## src/rtl/dcache_pkg.sv

```systemverilog
`default_nettype none

package dcache_pkg;

    // ----------------------------------------
    // Line geometry
    // ----------------------------------------

    // Address and data word width
    localparam int addr_w = 32;
    // Words held by the single line
    localparam int line_words = 16;
    // Word index inside the line, address bits 5:2
    localparam int word_idx_w = 4;
    // Tag sits right above the line offset
    localparam int tag_lsb = 6;

    // ----------------------------------------
    // Burst channel constants
    // ----------------------------------------

    // Burst length field, beats minus one
    localparam logic [7:0] burst_len = 8'(line_words - 1);
    // Write response code for a good transfer
    localparam logic [1:0] resp_okay = 2'b00;

    // Miss and flush sequencer states
    typedef enum logic [2:0] {
        idle,
        wb_addr,
        wb_data,
        wb_resp,
        rf_addr,
        rf_data
    } ctrl_state_t;

    // One CPU request, held until stall drops
    typedef struct packed {
        logic [addr_w-1:0] address;
        logic [addr_w-1:0] write_data;
        logic              read_enable;
        logic              write_enable;
        logic [3:0]        byte_enable;
    } cpu_req_t;

    // Address channel, master to slave
    typedef struct packed {
        logic              valid;
        logic [addr_w-1:0] addr;
        logic [7:0]        len;
    } burst_addr_t;

    // Write data beat, master to slave
    typedef struct packed {
        logic              valid;
        logic [addr_w-1:0] data;
        logic              last;
    } wbeat_t;

    // Read data beat, slave to master
    typedef struct packed {
        logic              valid;
        logic [addr_w-1:0] data;
        logic              last;
    } rbeat_t;

    // Write response, slave to master
    typedef struct packed {
        logic       valid;
        logic [1:0] resp;
    } bresp_t;

endpackage

`default_nettype wire

```

## src/rtl/dcache_line_store.sv

```systemverilog
`timescale 1ns/1ns
`default_nettype none

module dcache_line_store (
    input  wire logic                                            clk,
    input  wire logic                                            rst_n,
    // CPU request, address and write payload
    input  wire dcache_pkg::cpu_req_t                            req,
    // Write strobes from the controller
    input  wire logic                                            cpu_we,
    input  wire logic                                            refill_we,
    input  wire logic [dcache_pkg::addr_w-1:0]                   refill_data,
    input  wire logic [dcache_pkg::word_idx_w-1:0]               beat_ptr,
    input  wire logic                                            fill_done,
    input  wire logic                                            flush_done,
    // Line status back to the controller
    output logic                                                 hit,
    output logic                                                 dirty,
    output logic [dcache_pkg::addr_w-1:dcache_pkg::tag_lsb]      stored_tag,
    // Data outputs
    output logic [dcache_pkg::addr_w-1:0]                        read_data,
    output logic [dcache_pkg::addr_w-1:0]                        beat_word
);

    // ----------------------------------------
    // Line storage
    // ----------------------------------------

    // Sixteen data words of the resident block
    logic [dcache_pkg::line_words-1:0][dcache_pkg::addr_w-1:0] words;
    // Tag of the resident block
    logic [dcache_pkg::addr_w-1:dcache_pkg::tag_lsb]           tag;
    // Line holds a fetched block
    logic                                                      valid;

    // Word selected by the request
    logic [dcache_pkg::word_idx_w-1:0] req_idx;
    // Byte lane mask from the four enables
    logic [dcache_pkg::addr_w-1:0]     byte_mask;
    // Old word with the enabled bytes replaced
    logic [dcache_pkg::addr_w-1:0]     merged_word;

    assign req_idx = req.address[dcache_pkg::tag_lsb-1 -: dcache_pkg::word_idx_w];

    // ----------------------------------------
    // Hit compare and reads
    // ----------------------------------------

    // Single line, so a hit is valid plus a tag match
    assign hit = valid && (req.address[dcache_pkg::addr_w-1:dcache_pkg::tag_lsb] == tag);

    assign stored_tag = tag;

    // Asynchronous read for the CPU
    assign read_data = words[req_idx];

    // Word feeding the write-back beats
    assign beat_word = words[beat_ptr];

    // ----------------------------------------
    // Byte merge
    // ----------------------------------------

    always_comb begin
        for (int i = 0; i < 4; i++) begin
            byte_mask[8*i +: 8] = {8{req.byte_enable[i]}};
        end
    end

    // Keep disabled lanes, take enabled lanes from the CPU
    assign merged_word = (words[req_idx] & ~byte_mask) | (req.write_data & byte_mask);

    // ----------------------------------------
    // Writes
    // ----------------------------------------

    // Refill beats and CPU write hits share the array
    always_ff @(posedge clk) begin
        if (refill_we) begin
            words[beat_ptr] <= refill_data;
        end else if (cpu_we) begin
            words[req_idx] <= merged_word;
        end
    end

    // New tag taken with the last refill beat
    always_ff @(posedge clk) begin
        if (fill_done) begin
            tag <= req.address[dcache_pkg::addr_w-1:dcache_pkg::tag_lsb];
        end
    end

    // Valid and dirty flags
    always_ff @(posedge clk) begin
        if (!rst_n) begin
            valid <= 1'b0;
            dirty <= 1'b0;
        end else begin
            if (fill_done) begin
                // Fresh block from memory is clean
                valid <= 1'b1;
                dirty <= 1'b0;
            end else if (flush_done) begin
                // Memory now matches the line
                dirty <= 1'b0;
            end else if (cpu_we) begin
                dirty <= 1'b1;
            end
        end
    end

    // CPU writes only happen in idle, refills only during a burst
    assert property (@(posedge clk) disable iff (!rst_n) !(cpu_we && refill_we))
        else $error("dcache_line_store: cpu write and refill in the same cycle");

endmodule

`default_nettype wire

```

## src/rtl/dcache_burst_ctrl.sv

```systemverilog
`timescale 1ns/1ns
`default_nettype none

module dcache_burst_ctrl (
    input  wire logic                                       clk,
    input  wire logic                                       rst_n,
    // CPU side
    input  wire dcache_pkg::cpu_req_t                       req,
    input  wire logic                                       csr_flush_order,
    output logic                                            cache_stall,
    // Line store status
    input  wire logic                                       hit,
    input  wire logic                                       dirty,
    input  wire logic [dcache_pkg::addr_w-1:dcache_pkg::tag_lsb] stored_tag,
    input  wire logic [dcache_pkg::addr_w-1:0]              beat_word,
    // Line store controls
    output logic                                            cpu_we,
    output logic                                            refill_we,
    output logic [dcache_pkg::addr_w-1:0]                   refill_data,
    output logic [dcache_pkg::word_idx_w-1:0]               beat_ptr,
    output logic                                            fill_done,
    output logic                                            flush_done,
    // Burst master channels
    output dcache_pkg::burst_addr_t                         aw,
    input  wire logic                                       aw_ready,
    output dcache_pkg::wbeat_t                              w,
    input  wire logic                                       w_ready,
    input  wire dcache_pkg::bresp_t                         b,
    output logic                                            b_ready,
    output dcache_pkg::burst_addr_t                         ar,
    input  wire logic                                       ar_ready,
    input  wire dcache_pkg::rbeat_t                         r,
    output logic                                            r_ready
);

    dcache_pkg::ctrl_state_t state;
    dcache_pkg::ctrl_state_t next_state;

    // Write-back was started by a CSR flush, not a miss
    logic flushing;
    logic next_flushing;

    logic [dcache_pkg::word_idx_w-1:0] next_ptr;

    // Request decode
    logic rd_req;
    logic wr_req;
    logic any_req;
    logic miss;

    // ----------------------------------------
    // Request decode and stall
    // ----------------------------------------

    assign rd_req = req.read_enable;
    // All enables low means nothing to write
    assign wr_req = req.write_enable && (|req.byte_enable);
    assign any_req = rd_req || wr_req;
    assign miss = any_req && !hit;

    // Stall on a miss right away, and for as long as a burst runs
    assign cache_stall = (state != dcache_pkg::idle) || miss;

    // Write hits are served in idle only
    assign cpu_we = (state == dcache_pkg::idle) && wr_req && hit;

    // Refill beats go straight into the line
    assign refill_data = r.data;
    assign refill_we = (state == dcache_pkg::rf_data) && r.valid;
    assign fill_done = refill_we && r.last;

    // Accepted response means memory holds the line
    assign flush_done = (state == dcache_pkg::wb_resp) && b.valid;

    // ----------------------------------------
    // Next state and channel drive
    // ----------------------------------------

    always_comb begin
        next_state = state;
        next_flushing = flushing;
        next_ptr = beat_ptr;

        // Payloads stay stable, valids only in their own state
        aw.valid = 1'b0;
        aw.addr = {stored_tag, {dcache_pkg::tag_lsb{1'b0}}};
        aw.len = dcache_pkg::burst_len;

        w.valid = 1'b0;
        w.data = beat_word;
        w.last = (beat_ptr == dcache_pkg::word_idx_w'(dcache_pkg::line_words - 1));

        ar.valid = 1'b0;
        ar.addr = {req.address[dcache_pkg::addr_w-1:dcache_pkg::tag_lsb],
                   {dcache_pkg::tag_lsb{1'b0}}};
        ar.len = dcache_pkg::burst_len;

        b_ready = 1'b0;
        r_ready = 1'b0;

        case (state)
            dcache_pkg::idle: begin
                next_ptr = '0;
                if (miss) begin
                    // Dirty victim goes out before the refill
                    next_flushing = 1'b0;
                    if (dirty) begin
                        next_state = dcache_pkg::wb_addr;
                    end else begin
                        next_state = dcache_pkg::rf_addr;
                    end
                end else if (csr_flush_order && !any_req && dirty) begin
                    // Clean line has nothing to write back
                    next_flushing = 1'b1;
                    next_state = dcache_pkg::wb_addr;
                end
            end

            dcache_pkg::wb_addr: begin
                aw.valid = 1'b1;
                if (aw_ready) begin
                    next_state = dcache_pkg::wb_data;
                end
            end

            dcache_pkg::wb_data: begin
                w.valid = 1'b1;
                if (w_ready) begin
                    // Pointer wraps back to zero after beat 15
                    next_ptr = beat_ptr + 1'b1;
                    if (w.last) begin
                        next_state = dcache_pkg::wb_resp;
                    end
                end
            end

            dcache_pkg::wb_resp: begin
                b_ready = 1'b1;
                if (b.valid) begin
                    if (flushing) begin
                        next_flushing = 1'b0;
                        next_state = dcache_pkg::idle;
                    end else begin
                        next_state = dcache_pkg::rf_addr;
                    end
                end
            end

            dcache_pkg::rf_addr: begin
                ar.valid = 1'b1;
                if (ar_ready) begin
                    next_state = dcache_pkg::rf_data;
                end
            end

            dcache_pkg::rf_data: begin
                r_ready = 1'b1;
                if (r.valid) begin
                    next_ptr = beat_ptr + 1'b1;
                    // Back to idle, the held request now hits
                    if (r.last) begin
                        next_state = dcache_pkg::idle;
                    end
                end
            end

            default: begin
                next_state = dcache_pkg::idle;
            end
        endcase
    end

    // ----------------------------------------
    // State registers
    // ----------------------------------------

    always_ff @(posedge clk) begin
        if (!rst_n) begin
            state <= dcache_pkg::idle;
            flushing <= 1'b0;
            beat_ptr <= '0;
        end else begin
            state <= next_state;
            flushing <= next_flushing;
            beat_ptr <= next_ptr;
        end
    end

    // Slave must accept the write-back
    assert property (@(posedge clk) disable iff (!rst_n)
        (state == dcache_pkg::wb_resp && b.valid) |-> (b.resp == dcache_pkg::resp_okay))
        else $error("dcache_burst_ctrl: write-back response %0d is not OKAY", b.resp);

    // CPU never reads and writes in one request
    assert property (@(posedge clk) disable iff (!rst_n)
        !(req.read_enable && req.write_enable))
        else $error("dcache_burst_ctrl: read and write requested together");

endmodule

`default_nettype wire

```

## src/rtl/dcache_top.sv

```systemverilog
`timescale 1ns/1ns
`default_nettype none

module dcache_top (
    input  wire logic                          clk,
    input  wire logic                          rst_n,
    // CPU port
    input  wire dcache_pkg::cpu_req_t          cpu_req,
    input  wire logic                          csr_flush_order,
    output logic [dcache_pkg::addr_w-1:0]      read_data,
    output logic                               cache_stall,
    // Memory burst port
    output dcache_pkg::burst_addr_t            aw,
    input  wire logic                          aw_ready,
    output dcache_pkg::wbeat_t                 w,
    input  wire logic                          w_ready,
    input  wire dcache_pkg::bresp_t            b,
    output logic                               b_ready,
    output dcache_pkg::burst_addr_t            ar,
    input  wire logic                          ar_ready,
    input  wire dcache_pkg::rbeat_t            r,
    output logic                               r_ready
);

    // ----------------------------------------
    // Store to controller
    // ----------------------------------------

    logic                                            hit;
    logic                                            dirty;
    logic [dcache_pkg::addr_w-1:dcache_pkg::tag_lsb] stored_tag;
    logic [dcache_pkg::addr_w-1:0]                   beat_word;

    // Controller to store
    logic                                            cpu_we;
    logic                                            refill_we;
    logic [dcache_pkg::addr_w-1:0]                   refill_data;
    logic [dcache_pkg::word_idx_w-1:0]               beat_ptr;
    logic                                            fill_done;
    logic                                            flush_done;

    // Data words, tag and flags
    dcache_line_store u_line_store (
        .clk         (clk),
        .rst_n       (rst_n),
        .req         (cpu_req),
        .cpu_we      (cpu_we),
        .refill_we   (refill_we),
        .refill_data (refill_data),
        .beat_ptr    (beat_ptr),
        .fill_done   (fill_done),
        .flush_done  (flush_done),
        .hit         (hit),
        .dirty       (dirty),
        .stored_tag  (stored_tag),
        .read_data   (read_data),
        .beat_word   (beat_word)
    );

    // Miss, write-back and flush sequencing
    dcache_burst_ctrl u_burst_ctrl (
        .clk             (clk),
        .rst_n           (rst_n),
        .req             (cpu_req),
        .csr_flush_order (csr_flush_order),
        .cache_stall     (cache_stall),
        .hit             (hit),
        .dirty           (dirty),
        .stored_tag      (stored_tag),
        .beat_word       (beat_word),
        .cpu_we          (cpu_we),
        .refill_we       (refill_we),
        .refill_data     (refill_data),
        .beat_ptr        (beat_ptr),
        .fill_done       (fill_done),
        .flush_done      (flush_done),
        .aw              (aw),
        .aw_ready        (aw_ready),
        .w               (w),
        .w_ready         (w_ready),
        .b               (b),
        .b_ready         (b_ready),
        .ar              (ar),
        .ar_ready        (ar_ready),
        .r               (r),
        .r_ready         (r_ready)
    );

endmodule

`default_nettype wire

```

## config.mk

```make
export PLATFORM = sky130hd
export DESIGN_NAME = dcache_top
export DESIGN_NICKNAME = d
export VERILOG_FILES = /design/src/rtl/dcache_pkg.sv /design/src/rtl/dcache_line_store.sv /design/src/rtl/dcache_burst_ctrl.sv /design/src/rtl/dcache_top.sv
export SDC_FILE = /design/constraint.sdc
export NUM_CORES = 1
export LEC_CHECK = 0
export ABC_AREA = 1
export BUFFER_PORTS_ARGS = -buffer_cell sky130_fd_sc_hd__buf_2
export CAP_MARGIN = 20
export CELL_PAD_IN_SITES_DETAIL_PLACEMENT = 0
export CELL_PAD_IN_SITES_GLOBAL_PLACEMENT = 1
export CORE_ASPECT_RATIO = 0.8
export CORE_UTILIZATION = 45
export CTS_CLUSTER_SIZE = 14
export DETAILED_ROUTE_END_ITERATION = 8
export GPL_ROUTABILITY_DRIVEN = 0
export HOLD_SLACK_MARGIN = 0.15
export PLACE_DENSITY_LB_ADDON = 0.1
export SKIP_LAST_GASP = 1
export SLEW_MARGIN = 20
export SYNTH_ARGS = -nofsm -noshare
export SYNTH_HDL_FRONTEND = slang
export SYNTH_SLANG_ARGS = --single-unit
```

## constraint.sdc

```tcl
create_clock -name clk -period 5.23 [get_ports clk]
set_input_delay 0.523 -clock clk [delete_from_list [all_inputs] [get_ports clk]]
set_output_delay 0.523 -clock clk [all_outputs]
set_load 0.03 [all_outputs]
```

Word level (Yosys, flattened, before mapping)
Cells that the tools add are included.

word-level totals
  bits in registers = 548
  input port bits = 113

cells by class
  muxes and demuxes = 36
  bitwise operators = 5
  reductions and logical operators = 26
  order comparisons = 4
  eq/ne operators = 15
  $add $sub $neg = 1

operator list
  operator                                                           count
  bitwise mux 512 bit                                                2
  2-to-1 mux 512 bit                                                 2
  binary-select mux 32 bit (select 4 bit)                            2
  demux 32 bit (select 4 bit)                                        2
  2-to-1 mux 32 bit                                                  4
  bitwise AND 32 bit                                                 2
  2-to-1 mux 3 bit                                                   11
  NOT 32 bit                                                         1
  bitwise OR 32 bit                                                  1
  equality test 26 bit                                               1
  case mux 3 bit (6 select lines)                                    1
  inequality test 2 bit, second input constant                       7
  logical AND 1 bit                                                  12
  case mux 4 bit (3 select lines)                                    1
  less-than comparator 4 x 5 -> 1 bit, second input constant         2
  greater-or-equal comparator 4 x 1 -> 1 bit, second input constant  2
  2-to-1 mux 1 bit                                                   8
  2-to-1 mux 4 bit                                                   2
  AND reduction 8 bit                                                1
  equality test 3 x 2 -> 1 bit, second input constant                2
  equality test 3 bit, second input constant                         2
  AND reduction 3 bit                                                2
  nonzero test 3 bit                                                 2
  adder 4 x 1 -> 4 bit, second input constant                        1
  other kinds (11)                                                   14

Depth between registers and ports, before layout
  depth in word-level cells = 9
  depth in mapped cells = 15
  mapped depth without buffers = 15

Modules after synthesis
Synthesis repeated with hierarchy kept, for this count alone.

second synthesis, totals
  cells, all modules = 4998
  area, all modules = 36269.8 sq um

modules (own cells, without submodules)
  module             area each (sq um)  cells an instance  seq. area each (sq um)  instances
  dcache_line_store  34460.6            4739               16195.5                 1
  dcache_burst_ctrl  1809.2             259                160.2                   1

Worst setup path after synthesis
Ideal clock, no wire load.

  path type = register to register
  from = register u_line_store.tag, in the netlist u_line_store.stored_tag[19]
  to = register u_line_store.words[0] (netlist name) (enable)
  period minus slack after synthesis = 4.330 ns
  buffers on the path = 1
  setup time = 0.466 ns
  stages on the path, launching flop included = 12
  path slack = 0.900 ns
  data arrival time = 3.864 ns
  cells stage by stage = edfxtp_1 -> inv_1 -> nand2_1 -> o21ai_0 -> nor2_1 -> nand4_1 -> nor2_1 -> nand4_1 -> nor3_1 -> nand2_1 -> clkbuf_1 -> o21ai_0

between the ends
  longest elaborated chain between the ends = 4

RTL lines
  item                           line                     text
  start, declared                dcache_line_store.sv:32  logic [dcache_pkg::addr_w-1:dcache_pkg::tag_lsb] tag;
  start signal, assigned         dcache_line_store.sv:89  tag <= req.address[dcache_pkg::addr_w-1:dcache_pkg::tag_lsb];
  equality test 26 bit           dcache_line_store.sv:50  assign hit = valid && (req.address[dcache_pkg::addr_w-1:dcache_pkg::tag_lsb] == tag);
  logical AND 1 bit              dcache_line_store.sv:50
  logical AND 1 bit              dcache_burst_ctrl.sv:65  assign cpu_we = (state == dcache_pkg::idle) && wr_req && hit;
  nonzero test 2 bit (no line)   -
  end signal, assigned by index  dcache_line_store.sv:80  words[beat_ptr] <= refill_data;
  end signal, assigned by index  dcache_line_store.sv:82  words[req_idx] <= merged_word;
  end, declared                  dcache_line_store.sv:30  logic [dcache_pkg::line_words-1:0][dcache_pkg::addr_w-1:0] words;

Every way passes these cells.
A chain may end at the register's enable or synchronous reset.

==> reports/results.tsv <==
metric	value	unit
routed-wl-met3	17500	microns
grt_usage	0.360	
status	finished clean	
cts.clk_slew.worst_paths	0.06	ns
slew_headroom	0.235	
root_buffer	clkbuf_16	
die_area	69900	sq um
coreArea	67700	sq um
grt_pass1_vias	27700	
ys_seq_area_frac	0.528	
synthToLayoutAreaGrowth	12.3	%
netlist_area	31000	sq um
ys_warn_count	0	
clk_path_buf_depth	3	
route.met2.wl	55000	microns
timing.rr.end	u_line_store.words[158]	
dp_hpwl	73900	microns
critPathLaunchType	register	
timing.critical_path.mode_cell	buf_4	
yosys.area.top_type_share	0.521	
rows	85	
r2r_cells	9	
multiInputGateArea	12600	sq um
ys_ff_latch	548	
slowest_stage	buf_4	
fp.dieH	237	microns
worstHoldStart	rst_n	
via_per_inst	6.73	
critPathCaptureType	output pin	
powerDensity	375	nW/um^2
tns	0	ns
met1Wirelength	51400	microns
worstSetupEndpoint	w[5]	
finalPower	0.0130	W
first_pass_iters	6	
fin_ws	0.907	ns
worst-slew-pin-transition	1.15	ns
synth_area_leader_cell	edfxtp_1	
initial_core_util	0.458	
r2r_setup_slack	1.28	ns
cts_num_sinks	548	
finalCritPeriodShare	0.826	
die_x	295	microns
yosysUniqueCellTypes	38	
cpPeakStageDelay	0.78	ns
min_path_type	primary input to register	
rsz0062_at_grt	no	
grt_max_degree	179	
io_pins	264	
cts-resized-gates	0	
max_cap_violations	0	
crit_type	register to output pin	
drc	0	
top_layer	met5	
wire_per_inst	29.3	microns
regArea	16400	sq um
portBuffers	231	
drive_gt1_frac	0.156	
dr.first_iter.drc_count	4463	
netlist_instances	3404	
final_hold_viol_count	0	
syn-mean-instance-area	9.11	sq um
wirelength	129000	microns
critical_path_arrival	3.80	ns
r2r_start	u_line_store.stored_tag[26]	
grt_pass1_wl	185000	microns
crit_start	u_burst_ctrl.beat_ptr[1]	
grt-ovfl-total	0	
postRouteAntennaNets	0	
final_max_slew_viol_count	0	
min_period	4.32	ns
critical_path_required	4.71	ns
fillers	6257	
routed-via-count	29700	
setup_viol_count_final	0	
max-vdd-ir-drop	0.327	mV
cts_tree	built	
insertion_delay	0.64	ns
synth_area_leaders	edfxtp_1 52%, o22ai_1 11%, a22oi_1 6.2%	
nets	3567	
antenna_found_initial	2	
path_cells	buf_4 > buf_4 > o21ai_0 > o22ai_1 > nand2_1 > nand4_1 > buf_2	
leakagePower	12.8	nW
fmax	231	MHz
holdWs	0.178	ns
crit_fanout	58	
pre_cts_slack	1.12	ns
cts_inserted_buffers	58	
htree_levels	2	
clock_skew	0.0170	ns
cell usage after synthesis:
cell	number
nor2_1	315
clkbuf_1	220
ha_1	4
clkinv_1	2
inv_1	148
nor2_2	12
o32ai_1	1
nand3_1	63
xnor2_1	6
nand2_2	36
buf_6	5
a21oi_1	64
nor3_1	8
buf_1	18
or2_1	18
o21bai_1	1
o21ai_1	3
inv_2	6
o211ai_1	1
o22ai_1	544
buf_4	88
nor2_4	1
o21ai_0	375
a211oi_1	2
nand2_1	510
a21o_1	14
buf_2	54
nand4_1	41
or2_2	33
nand3_2	1
o221ai_1	1
nor3_2	1
a31oi_1	1
edfxtp_1	538
dfxtp_1	10
a22oi_1	256
o221a_2	1
conb_1	2
worst max-delay path, delay by kind of cell, from the launching register on:
kind / cells / cell delay [ns]
compound gates: 2 / 0.40
buf+inv: 3 / 1.62
flops: 1 / 0.67
simple gates: 2 / 0.43
what timing repair did:
action                     4_1_cts  5_1_grt
setup endpoints to repair        0        0
hold buffers                    26        0
hold endpoints to repair        26        0
buffers inserted                 0        0
final cells by class:
class	count	share of cell area
Antenna cell	1	0.0000719
Multi-Input combinational cell	2341	0.363
Inverter	156	0.0172
Clock inverter	40	0.00985
Sequential cell	548	0.470
Timing Repair Buffer	345	0.0621
Clock buffer	69	0.0447
Tap cell	913	0.0328
registers in the layout (all words and copies together) (netlist names):
| register | count |
|---|---|
| u_line_store.words | 512 |
| u_line_store.stored_tag | 26 |
| u_burst_ctrl.beat_ptr | 4 |
| u_burst_ctrl.state | 3 |
| u_burst_ctrl.flushing | 1 |
| u_line_store.dirty | 1 |
| u_line_store.valid | 1 |
cell families after synthesis:
kind of cell | Yosys count | share of synthesized area
buf+inv | 541 | 0.0796
simple gates | 1039 | 0.141
xor+xnor | 6 | 0.00170
fa+ha+maj | 4 | 0.00161
compound gates | 1264 | 0.249
flops | 548 | 0.528
other cells | 2 | 0.000242
metrics by stage:
step                       util  area [sq um]  instances
after floorplan               -         31100       3430
after global placement    0.481         32600       4276
after detailed placement  0.482         32600       4277
after CTS                 0.514         34800       4412
after global routing      0.514         34800       4412
final                     0.514         34800       4413
how the worst min path moves through the flow:
stage / depth (start not counted) / slack [ns] / to
2_1_floorplan: 2 / 0.44 / u_burst_ctrl.flushing
3_3_place_gp: 2 / 0.46 / u_burst_ctrl.flushing
3_5_place_dp: 2 / 0.46 / u_burst_ctrl.flushing
4_1_cts: 3 / 0.15 / u_burst_ctrl.state[2]
5_1_grt: 3 / 0.19 / u_burst_ctrl.state[2]
6_report: 3 / 0.18 / u_burst_ctrl.state[2]
cell usage in the layout (no fill, tap or decap), types with 18 or more instances in the layout:
cell type      instances
a21oi_1               63
a22oi_1              256
buf_2                231
buf_4                 82
clkbuf_16             61
clkinv_1              19
conb_1                28
dlygate4sd3_1         26
edfxtp_1             538
inv_1                147
nand2_1              506
nand2_2               40
nand3_1               42
nand3_2               22
nand4_1               41
nor2_1               306
o21ai_0              362
o22ai_1              544
or2_1                 18
or2_2                 33
per-layer routing:
| layer | global-route usage | vias to the layer above |
|---|---|---|
| met5 | 0 | - |
| met4 | 0.149 | 6 |
| met3 | 0.0760 | 355 |
| met2 | 0.525 | 2333 |
| met1 | 0.519 | 14400 |
| li1 | - | 12700 |
where the power goes:
group | leakage [nW] | total [W] | switching, W | internal, W
Clock | 0.924 | 0.00427 | 0.00186 | 0.00241
Combinational | 6.80 | 0.00382 | 0.00279 | 0.00102
Sequential | 5.09 | 0.00496 | 0.000131 | 0.00482
Total | 12.8 | 0.0130 | 0.00479 | 0.00826
Power figures use the tool's default switching activity.
